### src/verilog/cpuPkg.sv
package cpuPkg;

	// datapath and register file
	localparam int DBITS = 32;
	localparam int REGNOBITS = 6;
	localparam int REGWORDS = 1 << REGNOBITS;
	localparam int IMMBITS = 14;
	localparam logic [DBITS-1:0] INSTSIZE = 32'd4;
	localparam logic [DBITS-1:0] STARTPC = 32'h100;

	// memories are byte addressed by the core, word indexed inside
	localparam int IMEMADDRBITS = 12;
	localparam int DMEMADDRBITS = 12;
	localparam int WORDBITS = 2;
	localparam int IMEMWORDS = 1 << (IMEMADDRBITS - WORDBITS);
	localparam int DMEMWORDS = 1 << (DMEMADDRBITS - WORDBITS);

	// memory-mapped outputs
	localparam logic [DBITS-1:0] ADDRHEX = 32'hFFFFF000;
	localparam logic [DBITS-1:0] ADDRLEDR = 32'hFFFFF020;
	localparam int HEXBITS = 24;
	localparam int LEDRBITS = 10;
	localparam logic [HEXBITS-1:0] HEXRESET = 24'hFEDEAD;

	// instruction field positions
	localparam int OP1HI = 31;
	localparam int OP1LO = 26;
	localparam int RSHI = 25;
	localparam int RSLO = 20;
	localparam int RTHI = 19;
	localparam int RTLO = 14;
	localparam int RDHI = 13;
	localparam int RDLO = 8;
	localparam int OP2HI = 5;
	localparam int OP2LO = 0;
	localparam int IMMHI = 13;
	localparam int IMMLO = 0;

	typedef enum logic [5:0] {
		ALUR = 6'b000000,
		BEQ  = 6'b001000,
		BLT  = 6'b001001,
		BLE  = 6'b001010,
		BNE  = 6'b001011,
		JAL  = 6'b001100,
		LW   = 6'b010010,
		SW   = 6'b011010,
		ADDI = 6'b100000,
		ANDI = 6'b100100,
		ORI  = 6'b100101,
		XORI = 6'b100110
	} op1Enum;

	// comparison codes match the branches, logic codes match the immediates
	typedef enum logic [5:0] {
		EQ   = 6'b001000,
		LT   = 6'b001001,
		LE   = 6'b001010,
		NE   = 6'b001011,
		ADD  = 6'b100000,
		AND  = 6'b100100,
		OR   = 6'b100101,
		XOR  = 6'b100110,
		SUB  = 6'b101000,
		NAND = 6'b101100,
		NOR  = 6'b101101,
		NXOR = 6'b101110
	} op2Enum;

	typedef enum logic [1:0] {
		REGFILE  = 2'b00,
		FROMEXEC = 2'b01,
		FROMMEM  = 2'b10,
		FROMWB   = 2'b11
	} fwdSelEnum;

endpackage

### src/verilog/executeUnit.sv
`timescale 1ns/100ps

module executeUnit (
	input  logic clk,
	input  logic reset,
	input  cpuPkg::op2Enum aluFuncA,
	input  logic [cpuPkg::DBITS-1:0] immA,
	input  logic useImmA,
	input  logic isBranchA,
	input  logic isJumpA,
	input  logic isLoadA,
	input  logic isStoreA,
	input  logic wrRegA,
	input  logic [cpuPkg::REGNOBITS-1:0] wRegNoA,
	input  logic [cpuPkg::DBITS-1:0] pcPlusA,
	input  logic [cpuPkg::DBITS-1:0] regVal1A,
	input  logic [cpuPkg::DBITS-1:0] regVal2A,
	input  logic validA,
	output logic redirect,
	output logic [cpuPkg::DBITS-1:0] redirectPc,
	output logic [cpuPkg::DBITS-1:0] aluOutA,
	output logic [cpuPkg::DBITS-1:0] aluOutM,
	output logic [cpuPkg::DBITS-1:0] storeValM,
	output logic [cpuPkg::DBITS-1:0] pcPlusM,
	output logic isLoadM,
	output logic isStoreM,
	output logic wrRegM,
	output logic [cpuPkg::REGNOBITS-1:0] wRegNoM,
	output logic selPcPlusM
);
	import cpuPkg::*;

	logic signed [DBITS-1:0] in1;
	logic signed [DBITS-1:0] in2;
	logic taken;

	assign in1 = regVal1A;
	assign in2 = useImmA ? immA : regVal2A;

	// comparisons are signed and give 0 or 1
	always_comb begin
		case (aluFuncA)
			EQ:      aluOutA = {{(DBITS-1){1'b0}}, in1 == in2};
			LT:      aluOutA = {{(DBITS-1){1'b0}}, in1 < in2};
			LE:      aluOutA = {{(DBITS-1){1'b0}}, in1 <= in2};
			NE:      aluOutA = {{(DBITS-1){1'b0}}, in1 != in2};
			ADD:     aluOutA = in1 + in2;
			SUB:     aluOutA = in1 - in2;
			AND:     aluOutA = in1 & in2;
			OR:      aluOutA = in1 | in2;
			XOR:     aluOutA = in1 ^ in2;
			NAND:    aluOutA = ~(in1 & in2);
			NOR:     aluOutA = ~(in1 | in2);
			NXOR:    aluOutA = ~(in1 ^ in2);
			default: aluOutA = '0;
		endcase
	end

	// fetch always guesses sequential, so any taken control transfer redirects
	assign taken = isBranchA && aluOutA[0];
	assign redirect = validA && (taken || isJumpA);
	assign redirectPc = isJumpA ? (regVal1A + immA) : (pcPlusA + immA);

	always_ff @(posedge clk or posedge reset) begin
		if (reset) begin
			isLoadM <= 1'b0;
			isStoreM <= 1'b0;
			wrRegM <= 1'b0;
			selPcPlusM <= 1'b0;
		end else begin
			isLoadM <= isLoadA;
			isStoreM <= isStoreA;
			wrRegM <= wrRegA;
			// JAL writes its return address
			selPcPlusM <= isJumpA;
		end
	end

	always_ff @(posedge clk) begin
		aluOutM <= aluOutA;
		storeValM <= regVal2A;
		pcPlusM <= pcPlusA;
		wRegNoM <= wRegNoA;
	end

endmodule

### config.mk
export PLATFORM = sky130hd
export DESIGN_NAME = executeUnit
export DESIGN_NICKNAME = d
export VERILOG_FILES = /design/src/verilog/cpuPkg.sv /design/src/verilog/executeUnit.sv
export SDC_FILE = /design/constraint.sdc
export NUM_CORES = 1
export LEC_CHECK = 0
export ABC_AREA = 1
export ABC_CLOCK_PERIOD_IN_PS = 3700
export BUFFER_PORTS_ARGS = -buffer_cell sky130_fd_sc_hd__clkbuf_2
export CAP_MARGIN = 30
export CORE_MARGIN = 2
export CORE_UTILIZATION = 58
export CTS_CLUSTER_SIZE = 8
export DETAILED_ROUTE_END_ITERATION = 8
export PLACE_DENSITY = 0.95
export SLEW_MARGIN = 20
export SYNTH_ARGS = -nofsm -noshare
export SYNTH_HDL_FRONTEND = slang
export SYNTH_SLANG_ARGS = --single-unit
### constraint.sdc
create_clock -name clk -period 3.7 [get_ports clk]
set_input_delay 0 -clock clk [delete_from_list [all_inputs] [get_ports clk]]
set_output_delay 0 -clock clk [all_outputs]
set_load 0.05 [all_outputs]
==> qor.txt <==
status: finished clean
DR WL met3: 7280 µm
CTS tree: done
most frequent cells in the layout: nand2_1 (344), clkbuf_2 (310), inv_1 (259), nor2_1 (156), o21ai_0 (143)
post-synthesis sequential area ratio: 19.8%
crit end category: output port
drt first pass iters: 8
pin count of the biggest net entering global routing: 50
hold path endpoint: aluOutM[0]$_DFF_P_
Syn-to-layout area delta: 28.0%
Post-Synthesis Cells: 1,698
Peak VDD IR: 368 µV
PD cells: 367 mW/mm²
Ys Warns: 0
#FFs+latches synth: 106
Via density: 6.26
Reg clk slew, reported paths: 0.08 ns
initial antenna violation count: 3
clock buffer count from CTS: 9
Final Non-Filler Cells: 2,306
max-cap viol count: 0
Avg WL per Cell: 21.4 µm
CP delay by family, top: buffers and inverters
Setup violations, final: 0
leakage: 7.38 nW
total internal power: 2.49 mW
hold path start: aluFuncA[0]
Final Hold Fails: 0
synth unique cells: 52
via count: 14,446
area of the core: 0.0181 mm²
hold path depth: 4
final WL: 49,300 µm
Tcrit/Tclk final: 98.1%
M1 WL: 17,700 µm
Mapped Area: 0.0108 mm²
fillers: 1,399
metal2 WL: 20,900 µm
post-route ant nets: 0
CP Class: in -> out
Critical Path AT: 3.63 ns
std cell rows: 49
CP startpoint: isJumpA
vias in the first global route: 13,933
post-route core utilization: 76.3%
Slew HR: 26.1%
dpl cells: 2,212
CTS Root Cell: clkbuf_16
H-tree depth: 3
Iter 0 DRT Violations: 1,990
Crit Path Max Fanout: 49
Die Y: 141 µm
Initial Util: 59.6%
clock share of power: 21.4%
Comb power frac: 54.4%
final net count: 2,350
Max Freq: 276 MHz
Synth async-reset ratio: 3.77%
global route total overflow: 0
WP data required: 3.70 ns
share of layout cells above drive strength 1: 21.1%
Mean Syn Cell Area: 6.37 µm²
main flop type after synthesis: dfxtp_1
Critical Path, Cell by Cell: dlygate4sd3_1, clkbuf_2, clkinvlp_4, buf_12, nand2_1, o21ai_0, ha_1, nand2_1, nor2_1, nand4_1, o211ai_2, a21oi_1, o21ai_0, xor2_1, buf_12
switching part of the total: 50.9%
most common cell after layout, fill and taps aside: nand2_1
Residual DRC: 0
worst hold path type: in -> reg
Die ar.: 0.0198 mm²
setup TNS: 0 ns
GPL Wtd Cong: 1.07
Die X: 141 µm
CP peak stage delay: 0.56 ns
CTS max path bufs: 2
Slew @ Worst Pin: 1.11 ns
post-layout min period: 3.63 ns
syn nets: 1,977
first-pass GRT wire length: 73,300 µm
GRT Overall Usage: 47.3%
RSZ-0062 raised after global routing: no
Seq pwr share: 24.2%
Net Sw Power: 2.59 mW
Post-synth EDFFs: 0
Slowest cell on crit path: dlygate4sd3_1
Ports: 320
WP buf/inv: 5
Highest Signal Layer: met5
startpoint types: input port
Port Buffer Count: 319
clk sink count: 106
Slew Viols, Final: 0
Final HPWL DP: 36,100 µm
[through the flow]
step           hold slack [ns]  setup slack (ns)  power (mW)  area, µm²
2_1_floorplan           -0.234             0.403        3.02      10800
3_3_place_gp            -0.142             0.476        3.75      12700
3_5_place_dp            -0.130             0.383        3.77      12700
4_1_cts                 0.0118             0.261        4.89      13800
5_1_grt                 0.0421           0.00217        5.24      13800
6_report                0.0214            0.0702        5.08      13800
[sequential cells by signal (all words and copies together), names as in the netlist]
| signal | flops |
|---|---|
| isLoadM | 1 |
| selPcPlusM | 1 |
| wRegNoM | 6 |
| isStoreM | 1 |
| pcPlusM | 32 |
| aluOutM | 32 |
| storeValM | 32 |
| wrRegM | 1 |
[repair_timing]
item | CTS | global route
gates resized for setup | 0 | 12
setup buffers | 0 | 2
hold buffers | 75 | 0
hold endpoints to repair | 78 | 0
endpoints found under the setup margin | 0 | 12
[routing by layer]
layer | global-route usage, % | up-vias
met1 | 58.0 | 6419
met3 | 14.1 | 354
li1 | - | 6350
met2 | 74.2 | 1321
met4 | 26.9 | 2
met5 | 0 | -
[synthesized netlist by cell type, types with 9 or more instances]
library cell / instances / area share (%)
a2111oi_0: 19 / 1.5
a21o_1: 11 / 0.76
a21oi_1: 114 / 5.3
a21oi_2: 9 / 0.73
a221oi_1: 15 / 1.2
buf_2: 16 / 0.74
clkbuf_1: 26 / 0.90
dfxtp_1: 102 / 19
ha_1: 127 / 15
inv_1: 259 / 9.0
inv_2: 21 / 0.73
nand2_1: 344 / 12
nand2_2: 11 / 0.64
nand3_1: 88 / 4.1
nand4_1: 19 / 1.1
nor2_1: 156 / 5.4
nor2_2: 14 / 0.81
nor3_1: 13 / 0.60
o211ai_1: 17 / 1.2
o21ai_0: 146 / 6.8
o21ai_1: 23 / 1.1
o21bai_1: 11 / 0.76
o22ai_1: 24 / 1.4
xor2_1: 26 / 2.1
[power groups by stage]
stage | registers (mW) | clock network, mW | logic, mW
finish | 1.23 | 1.09 | 2.76
global route | 1.23 | 1.12 | 2.89
CTS | 1.23 | 1.06 | 2.60
detailed placement | 1.25 | 0 | 2.52
global placement | 1.25 | 0 | 2.50
floorplan | 1.49 | 0 | 1.53
[cells by family (layout without fill, tap and decap cells)]
family	count (synthesis)	count (layout)	share of synthesized area [%]
fa+ha+maj	130	130	15.2
simple gates	668	668	26.4
other cells	0	1	0
flops	106	106	19.8
xor+xnor	32	32	2.59
compound gates	427	427	23.5
buf+inv	335	713	12.4
[worst max path at each step]
stage	endpoint	slack (ns)	cells past startpoint
final	redirectPc[30]	0.07	15
after CTS	aluOutA[22]	0.26	20
after global routing	redirectPc[21]	0.002	21
after floorplan	aluOutM[10]$_DFF_P_	0.40	16
after detailed placement	aluOutA[28]	0.38	15
after global placement	aluOutA[28]	0.48	15
[layout make-up]
type	instances	area [µm²]	area share, %
clock buffer	9	225	1.63
sequential	106	2140	15.5
inverter	281	1060	7.65
multi-input combinational	1257	7370	53.2
antenna	1	2.50	0.0181
timing repair buffer	416	2660	19.2
tap	229	287	2.07
clock inverter	7	96.3	0.696
No activity file was read; power rests on OpenSTA's default activity.
